$ cat config.mk
export PLATFORM = sky130hd
export DESIGN_NAME = divUnit
export DESIGN_NICKNAME = d
export VERILOG_FILES = /design/src/logic/divPkg.sv /design/src/logic/divUnit.sv /design/src/logic/resultFix.sv /design/src/logic/otfConverter.sv /design/src/logic/srtIterator.sv /design/src/logic/quotientSelect.sv /design/src/logic/operandPrep.sv
export SDC_FILE = /design/constraint.sdc
export NUM_CORES = 1
export LEC_CHECK = 0
export BUFFER_PORTS_ARGS = -buffer_cell sky130_fd_sc_hd__clkbuf_2
export CORE_ASPECT_RATIO = 0.6
export CORE_MARGIN = 2
export CORE_UTILIZATION = 60
export CTS_CLUSTER_DIAMETER = 200
export DETAILED_ROUTE_END_ITERATION = 16
export PLACE_DENSITY = 0.82
export SLEW_MARGIN = 20
export SYNTH_ARGS = -nofsm -noshare
export SYNTH_HDL_FRONTEND = slang
export SYNTH_SLANG_ARGS = --single-unit
$ cat constraint.sdc
create_clock -name Clk -period 10.5 [get_ports Clk]
set_clock_uncertainty 0.2 [all_clocks]
set_input_delay 0.525 -clock Clk [delete_from_list [all_inputs] [get_ports Clk]]
set_output_delay 0.525 -clock Clk [all_outputs]
set_load 0.02 [all_outputs]
$ cat src/logic/divPkg.sv
package divPkg;

    // operation code carried with each request
    typedef enum logic [1:0] {
        opDivw  = 2'b00,
        opDivwu = 2'b01,
        opModw  = 2'b10,
        opModwu = 2'b11
    } divOp_t;

    typedef logic [4:0] regAddr_t;

    // travels with the request and comes back with the result
    typedef struct packed {
        divOp_t   op;
        regAddr_t dest;
    } divTag_t;

    // signed-digit code, the encoding reads as a 3-bit two's complement value
    typedef enum logic [2:0] {
        qPos2 = 3'b010,
        qPos1 = 3'b001,
        qZero = 3'b000,
        qNeg1 = 3'b111,
        qNeg2 = 3'b110
    } qDigit_t;

    typedef enum logic [1:0] {
        sIdle    = 2'b00,
        sIterate = 2'b01,
        sFinish  = 2'b10
    } divState_t;

    // normalization shift or remaining step count, 0 to 32
    typedef logic [5:0] shiftAmt_t;

    function automatic logic isSignedOp(divOp_t op);
        return (op == opDivw) || (op == opModw);
    endfunction

    function automatic logic isQuotientOp(divOp_t op);
        return (op == opDivw) || (op == opDivwu);
    endfunction

endpackage
$ cat src/logic/divUnit.sv
`timescale 1ns/1ps

module divUnit #(
    parameter int DataWidth = 32
) (
    input  logic                 Clk,
    input  logic                 rstN,
    input  logic                 divValid,
    input  divPkg::divTag_t      tag,
    input  logic [DataWidth-1:0] dividend,
    input  logic [DataWidth-1:0] divisor,
    output logic                 wbValid,
    output divPkg::regAddr_t     wbDest,
    output logic [DataWidth-1:0] wbData
);

    logic [DataWidth-1:0] normDivisor;
    logic [DataWidth+2:0] scaledDividend;
    divPkg::shiftAmt_t    steps;
    divPkg::shiftAmt_t    shift;
    logic                 quotNeg;
    logic                 remNeg;
    divPkg::qDigit_t      digit;
    logic                 digitValid;
    logic [DataWidth+5:0] remainder;
    logic [DataWidth-1:0] doneDivisor;
    divPkg::shiftAmt_t    doneShift;
    logic                 doneQuotNeg;
    logic                 doneRemNeg;
    divPkg::divTag_t      doneTag;
    logic                 done;
    logic [DataWidth-1:0] quotient;
    divPkg::regAddr_t     fixDest;
    logic [DataWidth-1:0] fixData;

    operandPrep #(.DataWidth(DataWidth)) prep (
        .dividend      (dividend),
        .divisor       (divisor),
        .op            (tag.op),
        .normDivisor   (normDivisor),
        .scaledDividend(scaledDividend),
        .steps         (steps),
        .shift         (shift),
        .quotNeg       (quotNeg),
        .remNeg        (remNeg)
    );

    srtIterator #(.DataWidth(DataWidth)) iter (
        .Clk           (Clk),
        .rstN          (rstN),
        .start         (divValid),
        .tag           (tag),
        .normDivisor   (normDivisor),
        .scaledDividend(scaledDividend),
        .steps         (steps),
        .shift         (shift),
        .quotNeg       (quotNeg),
        .remNeg        (remNeg),
        .digit         (digit),
        .digitValid    (digitValid),
        .remainder     (remainder),
        .doneDivisor   (doneDivisor),
        .doneShift     (doneShift),
        .doneQuotNeg   (doneQuotNeg),
        .doneRemNeg    (doneRemNeg),
        .doneTag       (doneTag),
        .done          (done)
    );

    // the converter empties after each result so it starts clean on the next request
    otfConverter #(.DataWidth(DataWidth)) otf (
        .Clk       (Clk),
        .rstN      (rstN),
        .clear     (done),
        .digitValid(digitValid),
        .digit     (digit),
        .quotient  (quotient)
    );

    resultFix #(.DataWidth(DataWidth)) fix (
        .remainder  (remainder),
        .normDivisor(doneDivisor),
        .shift      (doneShift),
        .quotient   (quotient),
        .quotNeg    (doneQuotNeg),
        .remNeg     (doneRemNeg),
        .tag        (doneTag),
        .wbDest     (fixDest),
        .wbData     (fixData)
    );

    always_ff @(posedge Clk or negedge rstN) begin
        if (!rstN) begin
            wbValid <= 1'b0;
        end else begin
            wbValid <= done;
        end
    end

    always_ff @(posedge Clk) begin
        if (done) begin
            wbDest <= fixDest;
            wbData <= fixData;
        end
    end

    // divide by zero is not handled by the datapath
    noZeroDivisor: assert property (@(posedge Clk) disable iff (!rstN)
        divValid |-> (divisor != '0));

endmodule

$ cat src/logic/resultFix.sv
`timescale 1ns/1ps

module resultFix #(
    parameter int DataWidth = 32,
    localparam int RemWidth = DataWidth + 6
) (
    input  logic [RemWidth-1:0]  remainder,
    input  logic [DataWidth-1:0] normDivisor,
    input  divPkg::shiftAmt_t    shift,
    input  logic [DataWidth-1:0] quotient,
    input  logic                 quotNeg,
    input  logic                 remNeg,
    input  divPkg::divTag_t      tag,
    output divPkg::regAddr_t     wbDest,
    output logic [DataWidth-1:0] wbData
);

    logic                 remNegative;
    logic [RemWidth-1:0]  remFix;
    logic [DataWidth-1:0] quotFix;
    logic [DataWidth-1:0] remAbs;
    logic [DataWidth-1:0] quotOut;
    logic [DataWidth-1:0] remOut;

    // a negative final remainder means the last digit overshot by one
    assign remNegative = remainder[RemWidth-1];
    assign remFix  = remNegative ? (remainder + {3'b000, normDivisor, 3'b000}) : remainder;
    assign quotFix = remNegative ? (quotient - 1'b1) : quotient;

    // undo the fraction alignment and the divisor normalization
    assign remAbs = DataWidth'(remFix >> (shift + 6'd3));

    // min / -1 falls out of the two's complement wrap
    assign quotOut = quotNeg ? (~quotFix + 1'b1) : quotFix;
    assign remOut  = remNeg ? (~remAbs + 1'b1) : remAbs;

    assign wbData = divPkg::isQuotientOp(tag.op) ? quotOut : remOut;
    assign wbDest = tag.dest;

endmodule

$ cat src/logic/otfConverter.sv
`timescale 1ns/1ps

module otfConverter #(
    parameter int DataWidth = 32
) (
    input  logic                 Clk,
    input  logic                 rstN,
    input  logic                 clear,
    input  logic                 digitValid,
    input  divPkg::qDigit_t      digit,
    output logic [DataWidth-1:0] quotient
);

    // qReg holds Q, qmReg holds Q-1, both modulo 2^DataWidth
    logic [DataWidth-1:0] qReg;
    logic [DataWidth-1:0] qmReg;

    always_ff @(posedge Clk or negedge rstN) begin
        if (!rstN) begin
            qReg  <= '0;
            qmReg <= '1;
        end else if (clear) begin
            qReg  <= '0;
            qmReg <= '1;
        end else if (digitValid) begin
            case (digit)
                divPkg::qPos2: begin
                    qReg  <= {qReg[DataWidth-3:0], 2'b10};
                    qmReg <= {qReg[DataWidth-3:0], 2'b01};
                end
                divPkg::qPos1: begin
                    qReg  <= {qReg[DataWidth-3:0], 2'b01};
                    qmReg <= {qReg[DataWidth-3:0], 2'b00};
                end
                divPkg::qZero: begin
                    qReg  <= {qReg[DataWidth-3:0], 2'b00};
                    qmReg <= {qmReg[DataWidth-3:0], 2'b11};
                end
                // negative digits borrow from Q-1 instead of rippling a carry
                divPkg::qNeg1: begin
                    qReg  <= {qmReg[DataWidth-3:0], 2'b11};
                    qmReg <= {qmReg[DataWidth-3:0], 2'b10};
                end
                divPkg::qNeg2: begin
                    qReg  <= {qmReg[DataWidth-3:0], 2'b10};
                    qmReg <= {qmReg[DataWidth-3:0], 2'b01};
                end
                default: begin
                    qReg  <= qReg;
                    qmReg <= qmReg;
                end
            endcase
        end
    end

    assign quotient = qReg;

endmodule

$ cat src/logic/srtIterator.sv
`timescale 1ns/1ps

module srtIterator #(
    parameter int DataWidth = 32,
    localparam int RemWidth = DataWidth + 6
) (
    input  logic                 Clk,
    input  logic                 rstN,
    input  logic                 start,
    input  divPkg::divTag_t      tag,
    input  logic [DataWidth-1:0] normDivisor,
    input  logic [DataWidth+2:0] scaledDividend,
    input  divPkg::shiftAmt_t    steps,
    input  divPkg::shiftAmt_t    shift,
    input  logic                 quotNeg,
    input  logic                 remNeg,
    output divPkg::qDigit_t      digit,
    output logic                 digitValid,
    output logic [RemWidth-1:0]  remainder,
    output logic [DataWidth-1:0] doneDivisor,
    output divPkg::shiftAmt_t    doneShift,
    output logic                 doneQuotNeg,
    output logic                 doneRemNeg,
    output divPkg::divTag_t      doneTag,
    output logic                 done
);

    localparam int MaxSteps = DataWidth / 2 + 1;

    divPkg::divState_t    state;
    divPkg::shiftAmt_t    stepCnt;
    logic                 accept;

    // partial remainder, 3 integer bits and DataWidth+3 fraction bits
    logic [RemWidth-1:0]  remReg;
    logic [RemWidth-1:0]  remShifted;
    logic [RemWidth-1:0]  remNext;
    logic [RemWidth-1:0]  divTimes1;
    logic [RemWidth-1:0]  divTimes2;
    logic [DataWidth-1:0] divReg;
    logic signed [6:0]    estimate;
    logic signed [5:0]    remTop;
    logic [3:0]           divisorTop;

    assign accept     = start && (state == divPkg::sIdle);
    assign digitValid = (state == divPkg::sIterate) && (stepCnt != 6'd0);
    assign done       = (state == divPkg::sFinish);

    always_ff @(posedge Clk or negedge rstN) begin
        if (!rstN) begin
            state   <= divPkg::sIdle;
            stepCnt <= '0;
        end else begin
            case (state)
                divPkg::sIdle: begin
                    if (accept) begin
                        state   <= divPkg::sIterate;
                        stepCnt <= steps;
                    end
                end
                // one extra cycle once the count runs out, then finish
                divPkg::sIterate: begin
                    if (stepCnt != 6'd0) begin
                        stepCnt <= stepCnt - 6'd1;
                    end else begin
                        state <= divPkg::sFinish;
                    end
                end
                default: state <= divPkg::sIdle;
            endcase
        end
    end

    always_ff @(posedge Clk) begin
        if (accept) begin
            remReg      <= {3'b000, scaledDividend};
            divReg      <= normDivisor;
            doneShift   <= shift;
            doneQuotNeg <= quotNeg;
            doneRemNeg  <= remNeg;
            doneTag     <= tag;
        end else if (digitValid) begin
            remReg <= remNext;
        end
    end

    assign remShifted = {remReg[RemWidth-3:0], 2'b00};
    assign divTimes1  = {3'b000, divReg, 3'b000};
    assign divTimes2  = {2'b00, divReg, 4'b0000};

    // 4w estimate with 4 fraction bits, saturated into the 6-bit table input
    assign estimate = remShifted[RemWidth-1 -: 7];

    always_comb begin
        if (estimate[6] != estimate[5]) begin
            remTop = estimate[6] ? 6'sb100000 : 6'sb011111;
        end else begin
            remTop = estimate[5:0];
        end
    end

    assign divisorTop = divReg[DataWidth-1 -: 4];

    quotientSelect qSel (
        .divisorTop(divisorTop),
        .remTop    (remTop),
        .digit     (digit)
    );

    always_comb begin
        case (digit)
            divPkg::qPos2: remNext = remShifted - divTimes2;
            divPkg::qPos1: remNext = remShifted - divTimes1;
            divPkg::qNeg1: remNext = remShifted + divTimes1;
            divPkg::qNeg2: remNext = remShifted + divTimes2;
            default:       remNext = remShifted;
        endcase
    end

    assign remainder   = remReg;
    assign doneDivisor = divReg;

    stepBound: assert property (@(posedge Clk) disable iff (!rstN)
        stepCnt <= divPkg::shiftAmt_t'(MaxSteps));

    // the table only covers divisors that operandPrep has normalized
    normalizedDivisor: assert property (@(posedge Clk) disable iff (!rstN)
        digitValid |-> divisorTop[3]);

endmodule

$ cat src/logic/quotientSelect.sv
`timescale 1ns/1ps

module quotientSelect (
    input  logic [3:0]        divisorTop,
    input  logic signed [5:0] remTop,
    output divPkg::qDigit_t   digit
);

    // selection constants in units of 1/16, one set per divisor interval
    logic signed [5:0] mPos2;
    logic signed [5:0] mPos1;
    logic signed [5:0] mZero;
    logic signed [5:0] mNeg1;

    always_comb begin
        case (divisorTop)
            4'b1000: begin
                mPos2 = 6'sd12;
                mPos1 = 6'sd4;
                mZero = -6'sd4;
                mNeg1 = -6'sd13;
            end
            4'b1001: begin
                mPos2 = 6'sd14;
                mPos1 = 6'sd4;
                mZero = -6'sd6;
                mNeg1 = -6'sd15;
            end
            4'b1010: begin
                mPos2 = 6'sd15;
                mPos1 = 6'sd4;
                mZero = -6'sd6;
                mNeg1 = -6'sd16;
            end
            4'b1011: begin
                mPos2 = 6'sd16;
                mPos1 = 6'sd4;
                mZero = -6'sd6;
                mNeg1 = -6'sd18;
            end
            4'b1100: begin
                mPos2 = 6'sd18;
                mPos1 = 6'sd6;
                mZero = -6'sd8;
                mNeg1 = -6'sd20;
            end
            4'b1101: begin
                mPos2 = 6'sd20;
                mPos1 = 6'sd6;
                mZero = -6'sd8;
                mNeg1 = -6'sd20;
            end
            4'b1110: begin
                mPos2 = 6'sd20;
                mPos1 = 6'sd8;
                mZero = -6'sd8;
                mNeg1 = -6'sd22;
            end
            // 1111, a normalized divisor never shows a prefix below 1000
            default: begin
                mPos2 = 6'sd24;
                mPos1 = 6'sd8;
                mZero = -6'sd8;
                mNeg1 = -6'sd24;
            end
        endcase
    end

    always_comb begin
        if (remTop >= mPos2) begin
            digit = divPkg::qPos2;
        end else if (remTop >= mPos1) begin
            digit = divPkg::qPos1;
        end else if (remTop >= mZero) begin
            digit = divPkg::qZero;
        end else if (remTop >= mNeg1) begin
            digit = divPkg::qNeg1;
        end else begin
            digit = divPkg::qNeg2;
        end
    end

endmodule

$ cat src/logic/operandPrep.sv
`timescale 1ns/1ps

module operandPrep #(
    parameter int DataWidth = 32
) (
    input  logic [DataWidth-1:0] dividend,
    input  logic [DataWidth-1:0] divisor,
    input  divPkg::divOp_t       op,
    output logic [DataWidth-1:0] normDivisor,
    output logic [DataWidth+2:0] scaledDividend,
    output divPkg::shiftAmt_t    steps,
    output divPkg::shiftAmt_t    shift,
    output logic                 quotNeg,
    output logic                 remNeg
);

    localparam int Groups = DataWidth / 4;

    logic                 dividendNeg;
    logic                 divisorNeg;
    logic [DataWidth-1:0] absDividend;
    logic [DataWidth-1:0] absDivisor;

    // leading zeros of a nonzero nibble
    function automatic divPkg::shiftAmt_t leadZeros4(input logic [3:0] nib);
        casez (nib)
            4'b1???: return 6'd0;
            4'b01??: return 6'd1;
            4'b001?: return 6'd2;
            default: return 6'd3;
        endcase
    endfunction

    // unsigned operations keep their operands as they are
    assign dividendNeg = divPkg::isSignedOp(op) && dividend[DataWidth-1];
    assign divisorNeg  = divPkg::isSignedOp(op) && divisor[DataWidth-1];

    assign absDividend = dividendNeg ? (~dividend + 1'b1) : dividend;
    assign absDivisor  = divisorNeg ? (~divisor + 1'b1) : divisor;

    assign quotNeg = dividendNeg ^ divisorNeg;
    assign remNeg  = dividendNeg;

    // scan nibbles from the bottom so the highest nonzero one decides
    always_comb begin
        shift = divPkg::shiftAmt_t'(DataWidth);
        for (int g = 0; g < Groups; g++) begin
            if (absDivisor[g*4 +: 4] != 4'b0000) begin
                shift = divPkg::shiftAmt_t'((Groups - 1 - g) * 4)
                      + leadZeros4(absDivisor[g*4 +: 4]);
            end
        end
    end

    assign normDivisor = absDivisor << shift;

    // remainder starts at x/4, or x/8 for an odd shift so the step count is whole
    assign scaledDividend = shift[0] ? {3'b000, absDividend} : {2'b00, absDividend, 1'b0};

    // ceil(shift/2) + 1 radix-4 digits
    assign steps = ((shift + 6'd1) >> 1) + 6'd1;

endmodule

==> flow_summary_export.csv <==
group,metric,value,unit
worst_setup_path,arrival,9.34,ns
logic_synthesis,syn_area,0.02520,mm^2
logic_synthesis,synthSimpleGateAreaFrac,23.25,%
hold_path,hold_path.class,"in -> reg",
hold_path,whs_endpoint,"iter.doneTag[0]$_DFFE_PP_",
logic_synthesis,synth_edf_count,118,
logic_synthesis,yosys_warnings,0,
die,die_area,0.04371,mm^2
sta,finalMaxSlewViolations,0,
hold_path,hp-start,"tag[0]",
clock_network,clock-root-buffer,"clkbuf_16",
sta,period_share,89.08,%
die,boundaryPins,112,
grt,use_met3,16.33,%
logic_synthesis,synth_compound_area_share,26.84,%
worst_setup_path,path_common_cell,"nor2_1",
clock_network,cts_sinks,192,
clock_network,clk_latency,0.48,ns
logic_synthesis,synth-seq-cells,192,
die,die_h,162.8,um
clock_network,ctsHtreeMaxLevel,4,
logic_synthesis,synthArstFlopShare,36.98,%
logic_synthesis,syn_nets,3531,
drt,drt_iter0_drc,4370,
cells_and_area,drive_above_1_share,9.615,%
run,max_cap_violations,0,
grt,grt_pass1_wl,144.1,mm
die,coreArea,0.04166,mm^2
drt,viasPerCell,7.063,
clock_network,cts_buffer_depth,2,
clock_network,hold_buffers,0,
worst_setup_path,max_stage_delay,0.86,ns
logic_synthesis,synth_xor_xnor_area_share,10.25,%
worst_setup_path,cp_data_required_time,10.49,ns
sta,fmax,106.9,MHz
grt,grt_overflow_total,0,
logic_synthesis,yosysSeqAreaShare,21.50,%
grt,gr-usage-met1,65.56,%
sta,slew_headroom,15.29,%
grt,grt_max_degree,72,
drt,ant_nets,0,
grt,grt_pass1_vias,24290,
die,rows,58,
placed_design,dpl.hpwl,73.26,mm
die,initial_core_util,60.50,%
logic_synthesis,postSynthAreaPerCell,7.580,um^2
logic_synthesis,synthMuxAreaShare,7.025,%
logic_synthesis,synth_flop_cell,"edfxtp_1",
drt,drt-wirelength-per-cell,24.22,um
grt,met2_usage,54.52,%
clock_network,cts_tree,"yes",
logic_synthesis,synth_fa_ha_area_share,6.643,%
worst_setup_path,end_kind,"flip-flop",
clock_network,cts_made_buffers,17,
placed_design,port_buffers,111,
drt,first_pass_iters,8,
cells_and_area,diodes,0,
worst_setup_path,timing.critical_path.buf_inv,3,
cells_and_area,syn2layout_area_growth,5.779,%
worst_setup_path,cp-startpoint,"iter.remainder[35]$_SDFFE_PP0P_",
sta,finalSetupViolCount,0,
worst_setup_path,r2r_setup_slack,1.15,ns
grt,antenna_found_initial,0,
drt,wirelength,93.65,mm
worst_setup_path,r2r_cells,31,
worst_setup_path,critical_path.reg2reg.endpoint,"iter.remainder[34]$_SDFFCE_PP0P_",
sta,rsz0062_at_grt,"false",
worst_setup_path,cp-start-kind,"flip-flop",
worst_setup_path,path_class,"reg -> reg",
logic_synthesis,postSynthCellCount,3325,
sta,setup_tns,0,ns
grt,gr-usage-all-layers,42.36,%
clock_network,clkTransAtPathRegs,0.09,ns
grt,grt.busiest_layer,"met1",
sta,hold_viol,0,
drt,drc,0,
logic_synthesis,synth_top_family_by_area,"compound AO/OA/AOI/OAI gates",
sta,period_needed,9.353,ns
drt,dr_total_vias,27310,
worst_setup_path,crit_family,"compound AO/OA/AOI/OAI gates",
worst_setup_path,path_max_fanout,35,
die,die_w,268.6,um
run_status,outcome,"finished, final reports clean",
cells_and_area,nNetsFinal,3490,
hold_path,whs_path_depth,1,
worst_setup_path,reg2reg_from,"iter.remainder[35]$_SDFFE_PP0P_",
logic_synthesis,synth_cell_types,101,
sta,worstMarginPinSlew,1.239,ns
worst_setup_path,critPathSlowestCell,"o41ai_1",
clock_network,postCtsSetupBuffers,0,
placed_design,place_congestion,1.061,
clock_network,cts-resized-gates,0,
==> cells in the mapped netlist (19+ instances only) <==
master	number	share of area [%]
nand4_1	27	0.67
a31oi_1	75	1.9
clkbuf_1	160	2.4
nor2_1	307	4.6
nand2_1	376	5.6
buf_1	19	0.28
a21oi_1	238	4.7
nand2b_1	27	0.67
edfxtp_1	118	14
or2_2	19	0.47
o21ai_0	234	4.6
dfrtp_1	41	4.1
or3_1	33	0.82
nor4_1	26	0.65
nand3_1	114	2.3
xor2_1	126	4.4
a21o_1	51	1.5
mux2_2	19	0.85
xnor2_1	169	5.9
dfstp_2	30	3.1
o211ai_1	33	0.98
mux2i_1	124	4.9
o22ai_1	22	0.55
and3_1	21	0.52
buf_2	28	0.56
nor2b_1	31	0.77
nor3_1	149	3.0
and2_1	34	0.84
a211oi_1	45	1.3
ha_1	129	6.4
o31ai_1	37	1.1
inv_1	69	1.0
o21a_1	37	1.1
==> kinds of logic (layout without fill, tap and decap cells) <==
kind of cell | after synthesis | after routing
AND/OR/NAND/NOR | 1236 | 1236
AO/OA/AOI/OAI | 1029 | 1029
XOR/XNOR | 295 | 295
buffers and inverters | 284 | 256
flip-flops | 192 | 192
multiplexers | 157 | 157
adder cells (fa/ha/maj) | 132 | 132
==> state kept, by name, summed over array words and instances, names as in the netlist, 5 cells and up <==
| name | count |
|---|---|
| wbDest | 5 |
| iter.doneTag | 6 |
| otf.qmReg | 30 |
| iter.remainder | 38 |
| iter.stepCnt | 6 |
| iter.doneShift | 6 |
| otf.quotient | 32 |
| iter.doneDivisor | 32 |
| wbData | 32 |
==> metal layers <==
| layer | vias to the layer above | share of wire, % |
|---|---|---|
| li1 | 12340 | - |
| met1 | 12940 | 44 |
| met2 | 1917 | 38 |
| met3 | 125 | 16 |
| met4 | 0 | 1.5 |
| met5 | - | 0 |
==> worst reg2reg max path: cells and delay by family (launching register included) <==
family,cells,cell delay [ns]
XOR/XNOR,2,0.30
adder cells (fa/ha/maj),3,1.03
AO/OA/AOI/OAI,14,4.23
buffers and inverters,3,0.83
flip-flops,1,0.72
AND/OR/NAND/NOR,9,1.80
==> cells in the final DEF (no fill, tap or decap), types with 17 or more instances in the layout <==
cell type,Yosys,final
nand2_1,376,374
nor2_1,307,306
a21oi_1,238,238
o21ai_0,234,233
xnor2_1,169,167
nor3_1,149,149
ha_1,129,128
xor2_1,126,124
mux2i_1,124,124
edfxtp_1,118,118
nand3_1,114,114
clkbuf_2,0,110
a31oi_1,75,74
inv_1,69,68
a21o_1,51,51
a211oi_1,45,45
buf_4,4,42
dfrtp_1,41,41
o31ai_1,37,37
o21a_1,37,37
and2_1,34,34
or3_1,33,33
o211ai_1,33,33
nor2b_1,31,31
dfstp_2,30,30
nand2b_1,27,27
nand4_1,27,27
nor4_1,26,26
and3_1,21,21
o22ai_1,22,21
or2_2,19,19
mux2_2,19,19
clkbuf_16,0,17
==> final cells by class <==
cell class,count,area [um^2]
well taps,570,713.2
flip-flops and latches,192,5419
repair buffers,153,870.8
clock inverters,15,219.0
inverters,71,266.5
clock buffers,17,425.4
multi-input cells,2849,18750
fillers,3722,15000
==> per-stage QoR <==
step	std cells	hold slack, ns	util, %	worst slack (ns)	instance area (um^2)
after floorplan	3325	0.02941	-	3.137	25200
after global placement	3835	0.2053	62.42	1.725	26000
after detailed placement	3835	0.2187	62.42	1.571	26000
after CTS	3867	0.009377	63.97	1.542	26650
after global routing	3867	0.004079	64.00	0.7003	26660
final	3867	0.01724	64.00	1.147	26660
==> worst max-delay path by stage <==
stage	endpoint	slack [ns]	cells past startpoint
5_1_grt	iter.remainder[34]$_SDFFCE_PP0P_	0.70	31
3_3_place_gp	iter.remainder[34]$_SDFFCE_PP0P_	1.73	31
2_1_floorplan	iter.remainder[34]$_SDFFCE_PP0P_	3.14	34
6_report	iter.remainder[34]$_SDFFCE_PP0P_	1.15	31
4_1_cts	iter.remainder[34]$_SDFFCE_PP0P_	1.54	31
3_5_place_dp	iter.remainder[34]$_SDFFCE_PP0P_	1.57	31
Power is not shown: default switching activity piles up to over one toggle a cycle in this logic, so the estimate is an artifact.
